==> config.mk <==
export PLATFORM = sky130hd
export DESIGN_NAME = hl_control_top
export DESIGN_NICKNAME = d
export VERILOG_FILES = /design/src/verilog/hl_ctrl_pkg.sv /design/src/verilog/hl_ctrl_ifs.sv /design/src/verilog/hl_control_top.sv /design/src/verilog/status_leds.sv /design/src/verilog/fan_thermal.sv /design/src/verilog/tx_keying.sv /design/src/verilog/resp_ctrl.sv /design/src/verilog/cmd_regs.sv
export VERILOG_INCLUDE_DIRS = /design/src /design/src/include
export SDC_FILE = /design/constraint.sdc
export NUM_CORES = 1
export LEC_CHECK = 0
export BUFFER_PORTS_ARGS = -buffer_cell sky130_fd_sc_hd__buf_2
export CAP_MARGIN = 20
export CORE_ASPECT_RATIO = 0.7
export CORE_MARGIN = 5
export CORE_UTILIZATION = 56
export DETAILED_ROUTE_END_ITERATION = 12
export PLACE_DENSITY = 0.79
export SYNTH_ARGS = -nofsm -noshare
export SYNTH_HDL_FRONTEND = slang
export SYNTH_SLANG_ARGS = --single-unit
==> constraint.sdc <==
create_clock -name clk -period 2.5 [get_ports clk]
set_input_delay 0.25 -clock clk [delete_from_list [all_inputs] [get_ports clk]]
set_output_delay 0.25 -clock clk [all_outputs]
set_load 0.01 [all_outputs]
==> src/include/hl_ctrl_defines.svh <==
`ifndef HL_CTRL_DEFINES_SVH
`define HL_CTRL_DEFINES_SVH

// Command register addresses
`define ADDR_PA_CFG     6'h09
`define ADDR_RESET_CFG  6'h3a

// Fields of the PA configuration word
`define VNA_BIT         23
`define PA_EN_BIT       19
`define TR_DIS_BIT      18

// Reboot request in the reset word
`define RESET_REQ_BIT   0

`define VERSION_MAJOR   8'd73

// Sensor code = ((T * 0.01 + 0.5) / 3.26) * 4096
`define TEMP_20C        12'b001101101111
`define TEMP_25C        12'b001110101110
`define TEMP_30C        12'b001111101101
`define TEMP_35C        12'b010000101011
`define TEMP_40C        12'b010001101011

// Clocks per millisecond at 2.5 MHz
`define MS_TICKS        2500
`define FAN_CNT_W       16

// Fixed tag carried in slot 0
`define SLOT0_TAG       7'b0001111

`endif
==> src/verilog/hl_ctrl_pkg.sv <==
package hl_ctrl_pkg;

  typedef logic [5:0]  cmd_addr_t;
  typedef logic [31:0] cmd_data_t;
  typedef logic [11:0] adc_word_t;
  typedef logic [1:0]  slot_t;
  typedef logic [39:0] resp_frame_t;

  // Command response sequencing
  typedef enum logic [1:0] {
    RESP_IDLE,
    RESP_READ,
    RESP_WAIT
  } resp_state_t;

  // Fan speed steps
  typedef enum logic [2:0] {
    FAN_OFF,
    FAN_LOW,
    FAN_MED,
    FAN_FULL,
    FAN_OVERHEAT
  } fan_state_t;

endpackage

==> src/verilog/hl_ctrl_ifs.sv <==
`timescale 1ns/1ps

// Host command bus, a command is valid whenever rqst is high
interface cmd_bus_if;
  hl_ctrl_pkg::cmd_addr_t addr;
  hl_ctrl_pkg::cmd_data_t data;
  logic                   rqst;
  logic                   requires_resp;

  modport src (
    output addr,
    output data,
    output rqst,
    output requires_resp
  );

  modport sink (
    input addr,
    input data,
    input rqst,
    input requires_resp
  );
endinterface

// Register read-back, four-phase req/ack
interface reg_rd_if;
  logic                   req;
  hl_ctrl_pkg::cmd_addr_t addr;
  logic                   ack;
  hl_ctrl_pkg::cmd_data_t data;

  modport master (output req, output addr, input ack, input data);
  modport slave (input req, input addr, output ack, output data);
endinterface

==> src/verilog/hl_control_top.sv <==
`timescale 1ns/1ps

module hl_control_top (
  input  logic                     clk,
  input  logic                     slow_adc_rst,
  input  hl_ctrl_pkg::cmd_addr_t   cmd_addr_i,
  input  hl_ctrl_pkg::cmd_data_t   cmd_data_i,
  input  logic                     cmd_rqst_i,
  input  logic                     cmd_requires_resp_i,
  input  logic                     cmd_ptt_i,
  input  logic                     resp_rqst_i,
  output hl_ctrl_pkg::resp_frame_t resp_o,
  input  logic                     run_i,
  input  logic                     ethup_i,
  input  logic                     rxclip_i,
  input  logic                     rxgoodlvl_i,
  input  logic                     ptt_i,
  input  logic                     tx_hang_i,
  input  logic                     tx_inhibit_i,
  input  hl_ctrl_pkg::adc_word_t   temperature_i,
  input  hl_ctrl_pkg::adc_word_t   fwd_pwr_i,
  input  hl_ctrl_pkg::adc_word_t   rev_pwr_i,
  input  hl_ctrl_pkg::adc_word_t   bias_current_i,
  output logic                     tx_on_o,
  output logic                     pa_inttr_o,
  output logic                     pa_exttr_o,
  output logic                     pwr_envpa_o,
  output logic                     pwr_envop_o,
  output logic                     pwr_envbias_o,
  output logic                     rfsw_sel_o,
  output logic                     fan_pwm_o,
  output logic                     led_run_o,
  output logic                     led_tx_o,
  output logic                     led_adc75_o,
  output logic                     led_adc100_o,
  output logic                     hl2_reset_o
);

  logic vna;
  logic pa_enable;
  logic tr_disable;
  logic int_ptt;
  logic hl2_reset_req;
  logic temp_enable;
  logic ptt_resp;

  cmd_bus_if cmd_bus ();
  reg_rd_if  reg_rd ();

  assign cmd_bus.addr          = cmd_addr_i;
  assign cmd_bus.data          = cmd_data_i;
  assign cmd_bus.rqst          = cmd_rqst_i;
  assign cmd_bus.requires_resp = cmd_requires_resp_i;

  // Reboot from config flash only while the host is not running
  assign hl2_reset_o = hl2_reset_req & ~run_i;

  cmd_regs u_cmd_regs (
    .clk             (clk),
    .slow_adc_rst    (slow_adc_rst),
    .cmd             (cmd_bus.sink),
    .rd              (reg_rd.slave),
    .cmd_ptt_i       (cmd_ptt_i),
    .vna_o           (vna),
    .pa_enable_o     (pa_enable),
    .tr_disable_o    (tr_disable),
    .int_ptt_o       (int_ptt),
    .hl2_reset_req_o (hl2_reset_req)
  );

  resp_ctrl u_resp_ctrl (
    .clk            (clk),
    .slow_adc_rst   (slow_adc_rst),
    .cmd            (cmd_bus.sink),
    .rd             (reg_rd.master),
    .resp_rqst_i    (resp_rqst_i),
    .rxclip_i       (rxclip_i),
    .tx_on_i        (tx_on_o),
    .ptt_resp_i     (ptt_resp),
    .temperature_i  (temperature_i),
    .fwd_pwr_i      (fwd_pwr_i),
    .rev_pwr_i      (rev_pwr_i),
    .bias_current_i (bias_current_i),
    .resp_o         (resp_o)
  );

  tx_keying u_tx_keying (
    .clk           (clk),
    .slow_adc_rst  (slow_adc_rst),
    .int_ptt_i     (int_ptt),
    .ptt_i         (ptt_i),
    .tx_hang_i     (tx_hang_i),
    .tx_inhibit_i  (tx_inhibit_i),
    .run_i         (run_i),
    .temp_enable_i (temp_enable),
    .vna_i         (vna),
    .pa_enable_i   (pa_enable),
    .tr_disable_i  (tr_disable),
    .tx_on_o       (tx_on_o),
    .ptt_resp_o    (ptt_resp),
    .pa_inttr_o    (pa_inttr_o),
    .pa_exttr_o    (pa_exttr_o),
    .pwr_envpa_o   (pwr_envpa_o),
    .pwr_envop_o   (pwr_envop_o),
    .pwr_envbias_o (pwr_envbias_o),
    .rfsw_sel_o    (rfsw_sel_o)
  );

  fan_thermal u_fan_thermal (
    .clk           (clk),
    .slow_adc_rst  (slow_adc_rst),
    .temperature_i (temperature_i),
    .fan_pwm_o     (fan_pwm_o),
    .temp_enable_o (temp_enable)
  );

  status_leds u_status_leds (
    .clk          (clk),
    .slow_adc_rst (slow_adc_rst),
    .run_i        (run_i),
    .tx_on_i      (tx_on_o),
    .ethup_i      (ethup_i),
    .rxclip_i     (rxclip_i),
    .rxgoodlvl_i  (rxgoodlvl_i),
    .led_run_o    (led_run_o),
    .led_tx_o     (led_tx_o),
    .led_adc75_o  (led_adc75_o),
    .led_adc100_o (led_adc100_o)
  );

endmodule

==> src/verilog/status_leds.sv <==
`timescale 1ns/1ps
`include "hl_ctrl_defines.svh"

module status_leds (
  input  logic clk,
  input  logic slow_adc_rst,
  input  logic run_i,
  input  logic tx_on_i,
  input  logic ethup_i,
  input  logic rxclip_i,
  input  logic rxgoodlvl_i,
  output logic led_run_o,
  output logic led_tx_o,
  output logic led_adc75_o,
  output logic led_adc100_o
);

  localparam int MS_W = $clog2(`MS_TICKS);

  logic [MS_W-1:0] ms_cnt;
  logic            ms_tick;
  logic [8:0]      blink_cnt;
  logic            win_tick;
  logic [1:0]      stretch_in;
  logic [1:0]      stretch_on;

  assign ms_tick  = (ms_cnt == MS_W'(`MS_TICKS - 1));
  // One pulse every 64 ms
  assign win_tick = ms_tick & (&blink_cnt[5:0]);

  always_ff @(posedge clk) begin
    if (slow_adc_rst) begin
      ms_cnt    <= '0;
      blink_cnt <= '0;
    end else if (ms_tick) begin
      ms_cnt    <= '0;
      blink_cnt <= blink_cnt + 9'd1;
    end else begin
      ms_cnt <= ms_cnt + 1'b1;
    end
  end

  // Bit 0 is the good level LED, bit 1 the clip LED
  assign stretch_in = {rxclip_i, rxgoodlvl_i};

  for (genvar i = 0; i < 2; i++) begin : g_stretch
    logic [1:0] phase;

    // Phase 0 is dark, then lit until three window ticks pass
    always_ff @(posedge clk) begin
      if (slow_adc_rst) begin
        phase <= 2'd0;
      end else if (phase == 2'd0) begin
        if (stretch_in[i]) phase <= 2'd1;
      end else if (win_tick) begin
        phase <= phase + 2'd1;
      end
    end

    assign stretch_on[i] = (phase != 2'd0);
  end

  // LEDs are active low
  assign led_run_o    = run_i ? 1'b0 : ~(ethup_i & blink_cnt[8]);
  assign led_tx_o     = run_i ? ~tx_on_i : 1'b1;
  assign led_adc75_o  = run_i ? ~stretch_on[0] : 1'b1;
  assign led_adc100_o = run_i ? ~stretch_on[1] : 1'b1;

endmodule

==> src/verilog/fan_thermal.sv <==
`timescale 1ns/1ps
`include "hl_ctrl_defines.svh"

module fan_thermal (
  input  logic                   clk,
  input  logic                   slow_adc_rst,
  input  hl_ctrl_pkg::adc_word_t temperature_i,
  output logic                   fan_pwm_o,
  output logic                   temp_enable_o
);

  hl_ctrl_pkg::fan_state_t state;
  hl_ctrl_pkg::fan_state_t state_next;
  logic [`FAN_CNT_W-1:0]   fan_cnt;

  always_ff @(posedge clk) begin
    if (slow_adc_rst) begin
      state   <= hl_ctrl_pkg::FAN_OFF;
      fan_cnt <= '0;
    end else begin
      state   <= state_next;
      fan_cnt <= fan_cnt + 1'b1;
    end
  end

  // Each step up and down is 5 degrees apart for hysteresis
  always_comb begin
    state_next    = state;
    fan_pwm_o     = 1'b0;
    temp_enable_o = 1'b1;
    case (state)
      hl_ctrl_pkg::FAN_OFF: begin
        if (temperature_i > `TEMP_25C) state_next = hl_ctrl_pkg::FAN_LOW;
      end
      hl_ctrl_pkg::FAN_LOW: begin
        if (temperature_i > `TEMP_30C) state_next = hl_ctrl_pkg::FAN_MED;
        else if (temperature_i < `TEMP_20C) state_next = hl_ctrl_pkg::FAN_OFF;
        // 50% duty
        fan_pwm_o = fan_cnt[`FAN_CNT_W-1];
      end
      hl_ctrl_pkg::FAN_MED: begin
        if (temperature_i > `TEMP_35C) state_next = hl_ctrl_pkg::FAN_FULL;
        else if (temperature_i < `TEMP_25C) state_next = hl_ctrl_pkg::FAN_LOW;
        // 75% duty
        fan_pwm_o = fan_cnt[`FAN_CNT_W-1] | fan_cnt[`FAN_CNT_W-2];
      end
      hl_ctrl_pkg::FAN_FULL: begin
        if (temperature_i > `TEMP_40C) state_next = hl_ctrl_pkg::FAN_OVERHEAT;
        else if (temperature_i < `TEMP_30C) state_next = hl_ctrl_pkg::FAN_MED;
        fan_pwm_o = 1'b1;
      end
      hl_ctrl_pkg::FAN_OVERHEAT: begin
        if (temperature_i < `TEMP_35C) state_next = hl_ctrl_pkg::FAN_FULL;
        fan_pwm_o     = 1'b1;
        temp_enable_o = 1'b0;
      end
      default: state_next = hl_ctrl_pkg::FAN_OFF;
    endcase
  end

  // Fan runs full through overheat and on the step back down
  a_overheat_fan: assert property (@(posedge clk) disable iff (slow_adc_rst)
    (state == hl_ctrl_pkg::FAN_OVERHEAT) |-> fan_pwm_o ##1 fan_pwm_o);

endmodule

==> src/verilog/tx_keying.sv <==
`timescale 1ns/1ps

module tx_keying (
  input  logic clk,
  input  logic slow_adc_rst,
  input  logic int_ptt_i,
  input  logic ptt_i,
  input  logic tx_hang_i,
  input  logic tx_inhibit_i,
  input  logic run_i,
  input  logic temp_enable_i,
  input  logic vna_i,
  input  logic pa_enable_i,
  input  logic tr_disable_i,
  output logic tx_on_o,
  output logic ptt_resp_o,
  output logic pa_inttr_o,
  output logic pa_exttr_o,
  output logic pwr_envpa_o,
  output logic pwr_envop_o,
  output logic pwr_envbias_o,
  output logic rfsw_sel_o
);

  logic ptt_resp;
  logic pa_path;

  assign tx_on_o = (int_ptt_i | ptt_i | tx_hang_i) & ~tx_inhibit_i & run_i & temp_enable_i;

  // External PA is in circuit unless in vna mode
  assign pa_path = ~vna_i & pa_enable_i;

  assign pwr_envop_o   = tx_on_o;
  assign pa_exttr_o    = tx_on_o;
  assign pwr_envpa_o   = tx_on_o & pa_path;
  assign pwr_envbias_o = tx_on_o & pa_path;
  assign pa_inttr_o    = tx_on_o & ~vna_i & (pa_enable_i | ~tr_disable_i);
  assign rfsw_sel_o    = pa_path;

  // Hang time is not reported back to the host
  always_ff @(posedge clk) begin
    if (slow_adc_rst) begin
      ptt_resp <= 1'b0;
    end else begin
      ptt_resp <= ptt_i;
    end
  end

  assign ptt_resp_o = ptt_resp;

endmodule

==> src/verilog/resp_ctrl.sv <==
`timescale 1ns/1ps
`include "hl_ctrl_defines.svh"

module resp_ctrl (
  input  logic                     clk,
  input  logic                     slow_adc_rst,
  cmd_bus_if.sink                  cmd,
  reg_rd_if.master                 rd,
  input  logic                     resp_rqst_i,
  input  logic                     rxclip_i,
  input  logic                     tx_on_i,
  input  logic                     ptt_resp_i,
  input  hl_ctrl_pkg::adc_word_t   temperature_i,
  input  hl_ctrl_pkg::adc_word_t   fwd_pwr_i,
  input  hl_ctrl_pkg::adc_word_t   rev_pwr_i,
  input  hl_ctrl_pkg::adc_word_t   bias_current_i,
  output hl_ctrl_pkg::resp_frame_t resp_o
);

  hl_ctrl_pkg::resp_state_t state;
  hl_ctrl_pkg::cmd_addr_t   rsp_addr;
  hl_ctrl_pkg::cmd_data_t   rsp_data;
  hl_ctrl_pkg::slot_t       slot;
  hl_ctrl_pkg::resp_frame_t frame;
  hl_ctrl_pkg::cmd_data_t   slot_payload;
  logic                     rd_req;
  logic                     alt;
  logic [1:0]               clip_cnt;
  logic                     new_cmd;
  logic                     commit;

  assign new_cmd = cmd.rqst & cmd.requires_resp;
  // Command responses only go out on every other request
  assign commit  = resp_rqst_i & ~alt & (state == hl_ctrl_pkg::RESP_WAIT);

  assign rd.req  = rd_req;
  assign rd.addr = rsp_addr;

  always_ff @(posedge clk) begin
    if (slow_adc_rst) begin
      state  <= hl_ctrl_pkg::RESP_IDLE;
      rd_req <= 1'b0;
    end else begin
      case (state)
        hl_ctrl_pkg::RESP_IDLE: begin
          if (new_cmd) state <= hl_ctrl_pkg::RESP_READ;
        end
        hl_ctrl_pkg::RESP_READ: begin
          // Previous handshake must be fully closed before a new req
          if (!rd.ack) begin
            rd_req <= 1'b1;
          end else if (rd_req) begin
            rd_req <= 1'b0;
            state  <= hl_ctrl_pkg::RESP_WAIT;
          end
        end
        hl_ctrl_pkg::RESP_WAIT: begin
          if (commit) begin
            state <= new_cmd ? hl_ctrl_pkg::RESP_READ : hl_ctrl_pkg::RESP_IDLE;
          end
        end
        default: state <= hl_ctrl_pkg::RESP_IDLE;
      endcase
    end
  end

  // Pending response, queue depth one
  always_ff @(posedge clk) begin
    if (new_cmd && (state == hl_ctrl_pkg::RESP_IDLE || commit)) begin
      rsp_addr <= cmd.addr;
    end
    if (state == hl_ctrl_pkg::RESP_READ && rd.ack && rd_req) begin
      rsp_data <= rd.data;
    end
  end

  always_comb begin
    case (slot)
      // Bits 15:8 held the dsiq status, now zero
      2'd0:    slot_payload = {`SLOT0_TAG, &clip_cnt, 16'h0000, `VERSION_MAJOR};
      2'd1:    slot_payload = {4'h0, temperature_i, 4'h0, fwd_pwr_i};
      2'd2:    slot_payload = {4'h0, rev_pwr_i, 4'h0, bias_current_i};
      default: slot_payload = '0;
    endcase
  end

  always_ff @(posedge clk) begin
    if (slow_adc_rst) begin
      frame    <= '0;
      slot     <= '0;
      alt      <= 1'b0;
      clip_cnt <= 2'd0;
    end else if (resp_rqst_i) begin
      alt      <= ~alt;
      clip_cnt <= 2'd0;
      // Slot still advances when a command response replaces it
      slot     <= slot + 2'd1;
      if (commit) begin
        frame <= {1'b1, rsp_addr, tx_on_i, rsp_data};
      end else begin
        frame <= {3'b000, slot, 2'b00, ptt_resp_i, slot_payload};
      end
    end else if (clip_cnt != 2'd3) begin
      clip_cnt <= clip_cnt + {1'b0, rxclip_i};
    end
  end

  assign resp_o = frame;

  // Request stays up until the register block answers
  a_req_held: assert property (@(posedge clk) disable iff (slow_adc_rst)
    rd_req && !rd.ack |=> rd_req);

endmodule

==> src/verilog/cmd_regs.sv <==
`timescale 1ns/1ps
`include "hl_ctrl_defines.svh"

module cmd_regs (
  input  logic    clk,
  input  logic    slow_adc_rst,
  cmd_bus_if.sink cmd,
  reg_rd_if.slave rd,
  input  logic    cmd_ptt_i,
  output logic    vna_o,
  output logic    pa_enable_o,
  output logic    tr_disable_o,
  output logic    int_ptt_o,
  output logic    hl2_reset_req_o
);

  hl_ctrl_pkg::cmd_data_t pa_cfg;
  hl_ctrl_pkg::cmd_data_t reset_cfg;
  hl_ctrl_pkg::cmd_data_t rd_word;
  hl_ctrl_pkg::cmd_data_t rd_data;
  logic                   int_ptt;
  logic                   ack;

  always_ff @(posedge clk) begin
    if (slow_adc_rst) begin
      pa_cfg    <= '0;
      reset_cfg <= '0;
      int_ptt   <= 1'b0;
    end else if (cmd.rqst) begin
      // PTT rides along with every command
      int_ptt <= cmd_ptt_i;
      if (cmd.addr == `ADDR_PA_CFG) begin
        pa_cfg <= cmd.data;
      end else if (cmd.addr == `ADDR_RESET_CFG) begin
        reset_cfg <= cmd.data;
      end
    end
  end

  always_comb begin
    case (rd.addr)
      `ADDR_PA_CFG:    rd_word = pa_cfg;
      `ADDR_RESET_CFG: rd_word = reset_cfg;
      default:         rd_word = '0;
    endcase
  end

  // Answer one cycle after req, release one cycle after req drops
  always_ff @(posedge clk) begin
    if (slow_adc_rst) begin
      ack <= 1'b0;
    end else if (rd.req && !ack) begin
      ack <= 1'b1;
    end else if (!rd.req && ack) begin
      ack <= 1'b0;
    end
  end

  always_ff @(posedge clk) begin
    if (rd.req && !ack) begin
      rd_data <= rd_word;
    end
  end

  assign rd.ack  = ack;
  assign rd.data = rd_data;

  assign vna_o           = pa_cfg[`VNA_BIT];
  assign pa_enable_o     = pa_cfg[`PA_EN_BIT];
  assign tr_disable_o    = pa_cfg[`TR_DIS_BIT];
  assign hl2_reset_req_o = reset_cfg[`RESET_REQ_BIT];
  assign int_ptt_o       = int_ptt;

  // An ack only ever answers a pending request
  a_ack_after_req: assert property (@(posedge clk) disable iff (slow_adc_rst)
    $rose(rd.ack) |-> $past(rd.req));

endmodule

### Word level (Yosys, flattened, before mapping)

Cells that the tools add are included.

* reductions and logical operators: 29
* bitwise operators: 27
* add/sub/neg operators: 7
* mux-type cells: 33
* order comparisons: 8
* equality and inequality tests: 25

Operators with widths (number)
* 29-bit case mux with 3 select lines: 1
* 32-bit case mux with 2 select lines: 1
* 40-bit 2-to-1 mux: 1
* 12-bit by 10-bit less-than comparator with 1-bit output, second input constant: 3
* 12-bit by 10-bit > comparator with 1-bit output, second input constant: 2
* 12-bit by 11-bit > comparator with 1-bit output, second input constant: 2
* 3-bit 2-to-1 mux: 8
* 2-bit 2-to-1 mux: 10
* 16-bit by 1-bit adder with 16-bit output, second input constant: 1
* 3-bit case mux with 5 select lines: 1
* 1-bit bitwise AND: 13
* 12-bit by 1-bit adder with 12-bit output, second input constant: 1
* 12-bit equality test, second input constant: 1
* 6-bit by 4-bit equality test with 1-bit output, second input constant: 2
* 6-bit equality test, second input constant: 2
* 12-bit by 11-bit less-than comparator with 1-bit output, second input constant: 1
* 2-bit by 1-bit inequality test with 1-bit output, second input constant: 5
* 1-bit NOT: 10
* 2-bit nonzero test: 5
* 9-bit by 1-bit adder with 9-bit output, second input constant: 1
* 1-bit 2-to-1 mux: 9
* 3-bit by 1-bit inequality test with 1-bit output, second input constant: 3
* 2-bit zero test: 4
* 2-bit inequality test, second input constant: 4
* other kinds (20): 38

* output and inout port bits: 53
* register bits: 229
* bits of input ports: 99

### Longest topological paths before layout

Gate-level depths: netlist (run 1).

* word-level depth: 7
* mapped depth: 8
* mapped depth without buffers: 7

### By module

A second synthesis (run 1) with hierarchy kept.

* cells, all modules: 954
* area, all modules: 10050.9 um^2

Modules (own cells, without submodules)
* cmd_regs: seq. area each 2282.2 um^2, area each 4132.7 um^2, cells each 368, times used 1
* resp_ctrl: seq. area each 2102.0 um^2, area each 3530.9 um^2, cells each 307, times used 1
* status_leds: seq. area each 500.5 um^2, area each 1174.9 um^2, cells each 133, times used 1
* fan_thermal: seq. area each 380.4 um^2, area each 1092.3 um^2, cells each 133, times used 1
* tx_keying: seq. area each 20.0 um^2, area each 106.4 um^2, cells each 12, times used 1
* hl_control_top: seq. area each 0.0 um^2, area each 13.8 um^2, cells each 1, times used 1

### Least setup slack after synthesis (run 1)

No wires, ideal clock.

* kind: reg2reg
* from: register u_status_leds.ms_cnt[0]
* to: register u_status_leds.g_stretch[0].phase[1]
* arrival time: 1.794 ns
* buffers on the path: 1
* setup slack: 0.579 ns
* required time: 2.372 ns
* stages on the path, launching flop included: 9
* cells stage by stage: dfxtp_1 ha_1 nor4b_1 and3_1 buf_2 nand4_1 o21ai_0 mux2i_1 nor2_1

* cells in the longest elaborated chain, start to end: 4

RTL lines
* start, declared: RTL line status_leds.sv:20 `logic [MS_W-1:0] ms_cnt;`
* start signal, assigned: RTL line status_leds.sv:39 `ms_cnt <= ms_cnt + 1'b1;`
* 12-bit equality test: RTL line status_leds.sv:27 `` assign ms_tick = (ms_cnt == MS_W'(`MS_TICKS - 1)); ``
* 1-bit bitwise AND: RTL line status_leds.sv:29 `assign win_tick = ms_tick & (&blink_cnt[5:0]);`
* 2-bit nonzero test (no line)
* 2-bit AND reduction (no line)
* end signal, assigned: RTL line status_leds.sv:56 `phase <= phase + 2'd1;`
* end, declared: RTL line status_leds.sv:47 `logic [1:0] phase;`

No other way between the ends.
A chain may end at the register's enable or synchronous reset.

### Final worst setup path (run 1)

* from: register u_fan_thermal.state[1]
* to: output port pa_inttr_o

* cells in the longest elaborated chain, start to end: 5

RTL lines
* start, declared: RTL line fan_thermal.sv:12 `hl_ctrl_pkg::fan_state_t state;`
* start signal, assigned: RTL line fan_thermal.sv:18 `state <= hl_ctrl_pkg::FAN_OFF;`
* start signal, assigned: RTL line fan_thermal.sv:21 `state <= state_next;`
* 3-bit equality test: RTL line fan_thermal.sv:31 `case (state)`
* 1-bit 2-to-1 mux: RTL line fan_thermal.sv:31
* 1-bit bitwise AND: RTL line tx_keying.sv:28 `assign tx_on_o = (int_ptt_i | ptt_i | tx_hang_i) & ~tx_inhibit_i & run_i & temp_enable_i;`
* 1-bit bitwise AND (2 in series): RTL line tx_keying.sv:37 `assign pa_inttr_o = tx_on_o & ~vna_i & (pa_enable_i | ~tr_disable_i);`
* end, declared: RTL line hl_control_top.sv:25 `output logic pa_inttr_o,`

No other way between the ends.

==> out/results.txt, run 1 <==
core area: 0.0162 mm^2
largest net degree at the start of global routing: 63
Post-layout nets: 1,191
crit path max fanout: 9
synth cell count leaders: dfxtp_1 (159), nand2_1 (145), nor2_1 (98), a21oi_1 (83), edfxtp_1 (70)
number of CTS-inserted buffers: 21
Final Slew Violations: 0
Post-synth ARST share: 0%
worst path arrival time: 2.07 ns
number of max-cap violations: 0
# H-tree levels: 1
worst-skew pair later-pin latency: 0.50 ns
CTS root buf: clkbuf_16
Rows: 39
top_reg_cell synth: dfxtp_1
routed vias/inst: 5.76
share of cells above drive strength 1: 20.3%
initial antenna violation count: 0
Synth area leader: dfxtp_1
I/O Pins: 152
number of synthesized flops with an enable pin: 70
top-area cell type share of the netlist area: 34.4%
diode count: 0
DIE AREA: 0.0192 mm^2
multi-input logic area: 0.00363 mm^2
Total GRT Usage: 24.1%
Setup CP Type: reg -> out
P per Cell Area: 709 mW/mm^2
unrepaired setup endpoints after global routing: false
count leader, synth: dfxtp_1
Mapped Area: 0.00926 mm^2
Setup Skew: 0.0115 ns
YS warnings: 0
global route total overflow: 0
vias in the first global route: 7,136
gpl congestion: 0.898
wire per inst: 18.0 um
max_slew headroom: 40.8%
Mapped Cells: 929
Via Count: 7,605
die width: 164 um
kind of end point of the critical path: output port
Reg clk slew, reported paths: 0.06 ns
global-route wire length before repair: 37,900 um
max frequency: 431 MHz
DR pass1 iterations: 5
HP Class: in -> reg
Seq/Total Area, Yosys: 57.1%
fin crit period: 2.32 ns
Final Hold Vio Count: 0
clock sink count: 229
status: complete, no violations
fill count: 1,267
Distinct cells, synth: 57
synth top area cells: dfxtp_1 (34%), edfxtp_1 (23%), nand2_1 (5.9%)
DRC errors left: 0
worst slew pin tran: 0.888 ns
HPWL after DPL: 15,600 um
Syn Nets: 1,039
maximum VDD drop: 0.509 mV
Area Growth Syn to Fin: 20.3%
Pleak: 4.17 nW
TNS Setup: 0 ns
DRT Wirelength: 23,700 um
initial DRC count: 805
Initial Util: 57.0%
CTS tree: yes
DIE HEIGHT: 118 um
critical path launch point type: register
register area: 0.00529 mm^2
#FFs+latches synth: 229
Final setup viols: 0
Post-DRT Antenna Nets: 0
cts repair resizes: 0
Layout Utilization: 68.5%
Clock Path Buffers: 3
syn_area_per_cell: 9.97 um^2
PortBufs: 151
Critical Path RT: 2.25 ns
Final Cycle Share: 92.8%
==> flip-flops by register name, summed over array words and instances, names as in the netlist, 3 cells and up <==
| register | flops |
|---|---|
| u_cmd_regs.pa_cfg | 32 |
| u_cmd_regs.rd.data | 32 |
| u_cmd_regs.reset_cfg | 32 |
| u_fan_thermal.fan_cnt | 16 |
| u_fan_thermal.state | 3 |
| u_resp_ctrl.rd.addr | 6 |
| u_resp_ctrl.resp_o | 40 |
| u_resp_ctrl.rsp_data | 32 |
| u_status_leds.blink_cnt | 9 |
| u_status_leds.g_stretch.phase | 4 |
| u_status_leds.ms_cnt | 12 |
==> metal layers <==
metal  global-route usage, %  routed length, um  vias up
li1                        -                  -     3636
met1                    37.3              10800     3600
met2                    35.2              10300      332
met3                    4.59               2160       37
met4                    4.87                433        0
met5                       0                  0        -
==> area by class of cell <==
cell class              count  share of cell area (%)
clock inverters            13                    1.12
flip-flops and latches    229                    47.4
multi-input cells         617                    32.6
inverters                  14                   0.472
repair buffers            198                    10.7
clock buffers              25                    5.12
well taps                 225                    2.53
==> worst max-delay path, cell delays in order, from the launching register on <==
cell	delay, ns
dfxtp_1	0.48
nor2_1	0.13
nand2_1	0.22
nand4b_1	0.13
buf_4	0.18
nor3_1	0.24
buf_2	0.19
==> repair_timing <==
action / in CTS / in global routing
hold endpoints to repair: 42 / 1
endpoints found under the setup margin: 0 / 1
hold buffers: 28 / 1
setup buffers: 0 / 1
==> power breakdown <==
group | total (mW) | switching (mW) | internal, mW
registers | 4.01 | 0.0774 | 3.93
clock network | 3.22 | 1.37 | 1.85
logic | 0.662 | 0.373 | 0.290
==> logic make-up (layout without fill, tap and decap cells) <==
group	Yosys count	in the layout	share of synthesized area, %
flip-flops	229	229	57.1
buffers and inverters	83	250	3.92
AND/OR/NAND/NOR	353	353	17.5
AO/OA/AOI/OAI	218	218	16.6
XOR/XNOR	27	27	2.55
multiplexers	8	8	0.865
adder cells (fa/ha/maj)	11	11	1.49
==> stage by stage <==
| step | setup WS [ns] | instances | power, mW | hold slack [ns] | cell area [um^2] |
|---|---|---|---|---|---|
| 2_1_floorplan | 0.579 | 929 | 4.45 | 0.349 | 9260 |
| 3_3_place_gp | 0.414 | 1253 | 4.69 | 0.402 | 10100 |
| 3_5_place_dp | 0.398 | 1253 | 4.71 | 0.405 | 10100 |
| 4_1_cts | 0.102 | 1319 | 7.93 | 0.000115 | 11100 |
| 5_1_grt | 0.0750 | 1321 | 8.18 | 0.00635 | 11100 |
| 6_report | 0.180 | 1321 | 7.89 | 0.0152 | 11100 |
==> cell usage in the layout, fill, tap and decap left out, types with 5 or more instances in the layout <==
master / netlist / routed
dfxtp_1: 159 / 159
buf_2: 5 / 150
nand2_1: 145 / 145
nor2_1: 98 / 96
a21oi_1: 83 / 83
edfxtp_1: 70 / 70
a22o_1: 49 / 49
nor3_1: 30 / 30
dlygate4sd3_1: 0 / 29
a221oi_1: 24 / 24
clkbuf_16: 0 / 21
xor2_1: 18 / 18
buf_4: 6 / 18
inv_1: 14 / 14
o21ai_0: 13 / 13
nand3_1: 13 / 13
a22oi_1: 13 / 13
ha_1: 11 / 11
nand4_1: 10 / 10
or3_1: 9 / 9
nor2b_1: 11 / 9
xnor2_1: 9 / 9
nand2b_1: 8 / 8
mux2i_1: 8 / 8
a211oi_1: 6 / 6
clkinv_2: 0 / 6
a221o_1: 5 / 5
==> worst paths after layout <==
path / slack [ns] / endpoint / startpoint / cells past startpoint
worst max-delay path: 0.18 / pa_inttr_o / u_fan_thermal.state[1]$_SDFFE_PP0P_ / 6
worst min-delay path: 0.02 / u_cmd_regs.reset_cfg[10]$_SDFFE_PP0P_ / cmd_data_i[10] / 3
worst max register to register: 0.40 / u_status_leds.g_stretch[1].phase[1]$_SDFFE_PP0P_ / u_status_leds.ms_cnt[0]$_SDFF_PP0_ / 7
worst min register to register: 0.42 / u_resp_ctrl.rsp_data[16]$_DFFE_PP_ / u_cmd_regs.rd.data[16]$_DFFE_PP_ / 0
(Power assumes the default switching activity.)
==> run 2: changes to the inputs <==
--- a/config.mk
+++ b/config.mk
@@ -10,9 +10,10 @@
 export CAP_MARGIN = 20
 export CORE_ASPECT_RATIO = 0.7
 export CORE_MARGIN = 5
-export CORE_UTILIZATION = 56
+export CORE_UTILIZATION = 57
 export DETAILED_ROUTE_END_ITERATION = 12
-export PLACE_DENSITY = 0.79
+export PLACE_DENSITY = 0.8
 export SYNTH_ARGS = -nofsm -noshare
 export SYNTH_HDL_FRONTEND = slang
+export SYNTH_HIERARCHICAL = 1
 export SYNTH_SLANG_ARGS = --single-unit
==> out/results.txt, run 2 <==
DR pass1 iterations: 5
DIE HEIGHT: 121 um
maximum VDD drop: 0.311 mV
Crit-path slowest cell: dfxtp_1
Worst path top cell family by delay: simple AND/OR/NAND/NOR gates
Post-DRT Antenna Nets: 0
wire per inst: 18.1 um
Slowest Stage Delay on Critical Path: 0.53 ns
Post-synth ARST share: 0%
worst-path cell chain: nor3_1, inv_1, nand3b_4, nor2_1, nand2_1, buf_2
P per Cell Area: 685 mW/mm^2
CTS tree: yes
Placed Area: 0.0109 mm^2
worst path arrival time: 1.99 ns
number of max-cap violations: 0
max reg flops: 40
TNS Setup: 0 ns
vias in the first global route: 7,287
most common cell after layout, fill and taps aside: dfxtp_1
top_reg_cell synth: dfxtp_1
power consumption: 7.94 mW
Seq/Total Area, Yosys: 52.6%
Finished Cell Area: 0.0116 mm^2
kind of end point of the critical path: output port
Total GRT Usage: 23.2%
diode count: 0
synth cell count leaders: dfxtp_1 (159), nor2_1 (81), nand2b_1 (75), edfxtp_1 (70), o21ai_0 (55)
worst-skew pair later-pin latency: 0.50 ns
#FFs+latches synth: 229
Reg clk slew, reported paths: 0.06 ns
Initial Util: 58.4%
WP buf/inv: 2
number of synthesized flops with an enable pin: 70
CTS root buf: clkbuf_16
Pleak: 4.43 nW
Setup Skew: 0.0139 ns
critical path launch point type: register
Area Growth Syn to Fin: 15.4%
fin crit period: 2.24 ns
DRT Wirelength: 24,000 um
WHS: 0.00967 ns
Final Cycle Share: 89.7%
cts repair resizes: 0
HP Class: in -> reg
initial DRC count: 908
Final setup viols: 0
initial antenna violation count: 0
DIE AREA: 0.0204 mm^2
number of CTS-inserted buffers: 22
gpl congestion: 0.907
Synth area leader: dfxtp_1
share of cells above drive strength 1: 21.3%
YS warnings: 6
top-area cell type share of the netlist area: 31.7%
largest net degree at the start of global routing: 56
global route total overflow: 0
max frequency: 446 MHz
Via Count: 7,687
status: complete, no violations
Rows: 40
Final Slew Violations: 0
Mapped Cells: 954
max_slew headroom: 56.2%
clock sink count: 229
count leader, synth: dfxtp_1
die width: 169 um
Syn Nets: 1,065
syn_area_per_cell: 10.5 um^2
Post-layout nets: 1,193
Mapped Area: 0.0101 mm^2
I/O Pins: 152
core area: 0.0172 mm^2
Final Hold Vio Count: 0
Distinct cells, synth: 74
fill count: 1,358
PortBufs: 151
synth top area cells: dfxtp_1 (32%), edfxtp_1 (21%), nand2b_1 (4.7%)
crit path max fanout: 12
most frequent cells in the layout: dfxtp_1 (159), buf_2 (150), nor2_1 (80), nand2b_1 (75), edfxtp_1 (70)
routed vias/inst: 5.78
Critical Path RT: 2.25 ns
worst slew pin tran: 0.658 ns
Clock Path Buffers: 3
DRC errors left: 0
Setup CP Type: reg -> out
HPWL after DPL: 16,400 um
global-route wire length before repair: 39,000 um
unrepaired setup endpoints after global routing: false
# H-tree levels: 1
==> run 2: changes by cell type in the layout (fill, tap and decap cells not counted), moves of 20 or more <==
cell,delta
nand2b_1,+67
nand2_1,-122
nor3_1,-20
mux2i_1,+29
nor2b_1,+28
a21oi_1,-39
o21ai_0,+42
dlygate4sd3_1,-26
==> run 2: per-stage QoR <==
stage,util [%],cells,setup WS [ns]
global route,67.4,1329,0.0199
global placement,63.2,1286,0.346
finish,67.4,1329,0.258
detailed placement,63.2,1286,0.298
floorplan,-,954,0.534
CTS,67.4,1329,0.205
==> run 2: cell type report <==
class	instances	area, um^2	area share [%]
flip-flops and latches	229	5290	45.5
multi-input cells	645	4340	37.4
repair buffers	171	941	8.11
clock buffers	31	626	5.39
well taps	231	289	2.49
clock inverters	9	71.3	0.615
inverters	13	48.8	0.421
==> run 2: final timing paths <==
kind	slack, ns	end	startpoint	cells after the start
min	0.01	u_cmd_regs/int_ptt_o$_SDFFE_PP0P_	cmd_ptt_i	3
max	0.26	led_tx_o	u_fan_thermal/state[0]$_SDFFE_PP0P_	6
max reg2reg	0.28	u_fan_thermal/state[0]$_SDFFE_PP0P_	u_fan_thermal/state[0]$_SDFFE_PP0P_	6
min reg2reg	0.42	u_resp_ctrl/rsp_data[9]$_DFFE_PP_	u_cmd_regs/rd.data[9]$_DFFE_PP_	0
==> run 2: report_power, final <==
group / switching (mW) / leakage [nW] / total, mW / internal [mW]
sequential: 0.0847 / 1.92 / 4.03 / 3.94
combinational: 0.399 / 2.17 / 0.699 / 0.300
clock: 1.36 / 0.337 / 3.22 / 1.85
==> run 2: routing by layer <==
| layer | track usage [%] | vias up | share of wire (%) |
|---|---|---|---|
| met4 | 6.18 | 0 | 2.4 |
| li1 | - | 3721 | - |
| met5 | 0 | - | 0 |
| met3 | 4.69 | 38 | 8.8 |
| met2 | 32.3 | 333 | 40 |
| met1 | 36.4 | 3595 | 49 |
==> run 2: repair_timing <==
item	4_1_cts	5_1_grt
hold buffers	3	0
endpoints found under the hold margin	3	0
setup buffers	0	0
==> run 2: worst reg2reg max path, cell delays in order, from the launching register on <==
cell	delay, ns
dfxtp_1	0.53
or2b_2	0.34
or4_1	0.39
or3_1	0.34
and4b_4	0.22
and3_1	0.16
a21o_1	0.14
==> run 2: logic make-up (layout without fill, tap and decap cells) <==
group                      count (synthesis)  count (layout)  share of synthesized area (%)
xor gates and xnor gates                  26              26                           2.27
adders and majority gates                 12              12                           1.49
DFF                                      229             229                           52.6
buffers and inverters                     80             224                           4.23
and+or+nand+nor                          328             328                           19.0
muxes                                     37              37                           3.68
AOI/OAI and AO/OA                        242             242                           16.7
==> run 3: changes to the inputs <==
--- a/config.mk
+++ b/config.mk
@@ -13,6 +13,7 @@
 export CORE_UTILIZATION = 57
 export DETAILED_ROUTE_END_ITERATION = 12
 export PLACE_DENSITY = 0.8
+export REMOVE_ABC_BUFFERS = 1
 export SYNTH_ARGS = -nofsm -noshare
 export SYNTH_HDL_FRONTEND = slang
 export SYNTH_HIERARCHICAL = 1
==> out/results.txt, run 3 (synthesized netlist as in run 2, its figures left out) <==
status: complete, no violations
most common cell after layout, fill and taps aside: dfxtp_1
Post-layout nets: 1,203
Reg clk slew, reported paths: 0.06 ns
core area: 0.0172 mm^2
vias in the first global route: 7,700
die width: 169 um
CTS tree: yes
fill count: 1,300
DR pass1 iterations: 7
diode count: 0
number of max-cap violations: 0
WP buf/inv: 2
CTS root buf: clkbuf_16
Worst path top cell family by delay: simple AND/OR/NAND/NOR gates
global-route wire length before repair: 39,500 um
max reg flops: 40
Crit-path slowest cell: dfxtp_1
Final setup viols: 0
Setup CP Type: reg -> out
I/O Pins: 152
TNS Setup: 0 ns
wire per inst: 18.6 um
DRC errors left: 0
share of cells above drive strength 1: 22.0%
Final Cycle Share: 91.2%
DIE HEIGHT: 121 um
Rows: 40
Post-DRT Antenna Nets: 0
Final Hold Vio Count: 0
max frequency: 438 MHz
critical path launch point type: register
R2R setup slack: 0.25 ns
DIE AREA: 0.0204 mm^2
Final Slew Violations: 0
worst-path cell chain: nor3_1, inv_1, nand3b_4, nor4_1, buf_2
Slowest Stage Delay on Critical Path: 0.53 ns
crit path max fanout: 12
unrepaired setup endpoints after global routing: false
Initial Util: 58.4%
most frequent cells in the layout: dfxtp_1 (159), buf_2 (150), nor2_1 (80), nand2b_1 (75), edfxtp_1 (70)
worst path arrival time: 2.03 ns
P per Cell Area: 682 mW/mm^2
Post-Place Setup Slack: 0.289 ns
Setup Skew: 0.0120 ns
multi-input logic area: 0.00435 mm^2
# H-tree levels: 1
DRT Wirelength: 24,800 um
largest net degree at the start of global routing: 58
clock sink count: 229
routed vias/inst: 5.88
Via Count: 7,863
maximum VDD drop: 0.460 mV
fin crit period: 2.28 ns
gpl congestion: 0.829
global route total overflow: 0
worst-skew pair later-pin latency: 0.49 ns
number of CTS-inserted buffers: 22
HPWL after DPL: 16,300 um
initial antenna violation count: 0
Area Growth Syn to Fin: 16.7%
PortBufs: 151
initial DRC count: 692
Clock Path Buffers: 3
Total GRT Usage: 23.6%
final setup margin: 0.219 ns
cts repair resizes: 0
register area: 0.00529 mm^2
worst slew pin tran: 0.968 ns
kind of end point of the critical path: output port
max_slew headroom: 35.5%
HP Class: in -> reg
Critical Path RT: 2.25 ns
Pleak: 4.49 nW
## run 3: repair_timing
action                                  CTS  global route
endpoints found under the setup margin    0             0
endpoints found under the hold margin     8             0
buffers inserted                          0             0
hold buffers                              8             0
## run 3: layer usage
layer | wire length (um) | vias to the layer above | global-route usage, % | part of all wire [%]
met5 | 0 | - | 0 | 0
met2 | 11100 | 328 | 38.2 | 45
met4 | 491 | 0 | 5.37 | 2.0
met1 | 11300 | 3755 | 33.3 | 46
li1 | - | 3736 | - | -
met3 | 1920 | 44 | 3.97 | 7.7
## run 3: cell type report
class | instances | share of cell area [%]
Timing Repair Buffer | 181 | 8.91
Sequential cell | 229 | 45.1
Inverter | 13 | 0.416
Tap cell | 231 | 2.46
Clock inverter | 7 | 0.597
Clock buffer | 32 | 5.45
Multi-Input combinational cell | 645 | 37.1
## run 3: tightest hold or removal path, stage by stage
cell and delay, ns:
buf_2 0.09, nand2b_1 0.07, mux2i_1 0.07
## run 3: worst paths after layout
kind,from,endpoint,cells after the start
setup / recovery,u_fan_thermal/state[0]$_SDFFE_PP0P_,pwr_envbias_o,5
hold / removal,cmd_data_i[11],u_cmd_regs/pa_cfg[11]$_SDFFE_PP0P_,3
setup reg to reg,u_fan_thermal/state[0]$_SDFFE_PP0P_,u_fan_thermal/state[0]$_SDFFE_PP0P_,6
hold reg to reg,u_cmd_regs/rd.data[16]$_DFFE_PP_,u_resp_ctrl/rsp_data[16]$_DFFE_PP_,0
## run 3: metrics by stage
step	std cells	hold slack [ns]	area, um^2	utilization (%)	total power, mW
final	1338	0.0418	11700	68.1	8.00
after global routing	1338	0.0513	11700	68.1	8.28
after CTS	1338	0.0341	11700	68.1	8.01
after detailed placement	1291	0.407	10900	63.5	4.81
after global placement	1291	0.400	10900	63.5	4.79
after floorplan	887	0.315	9670	-	4.46
## run 3: report_power, final
| part | switching [mW] | leakage, nW | internal, mW |
|---|---|---|---|
| sequential | 0.0752 | 1.92 | 3.94 |
| clock | 1.36 | 0.350 | 1.89 |
| combinational | 0.423 | 2.22 | 0.314 |
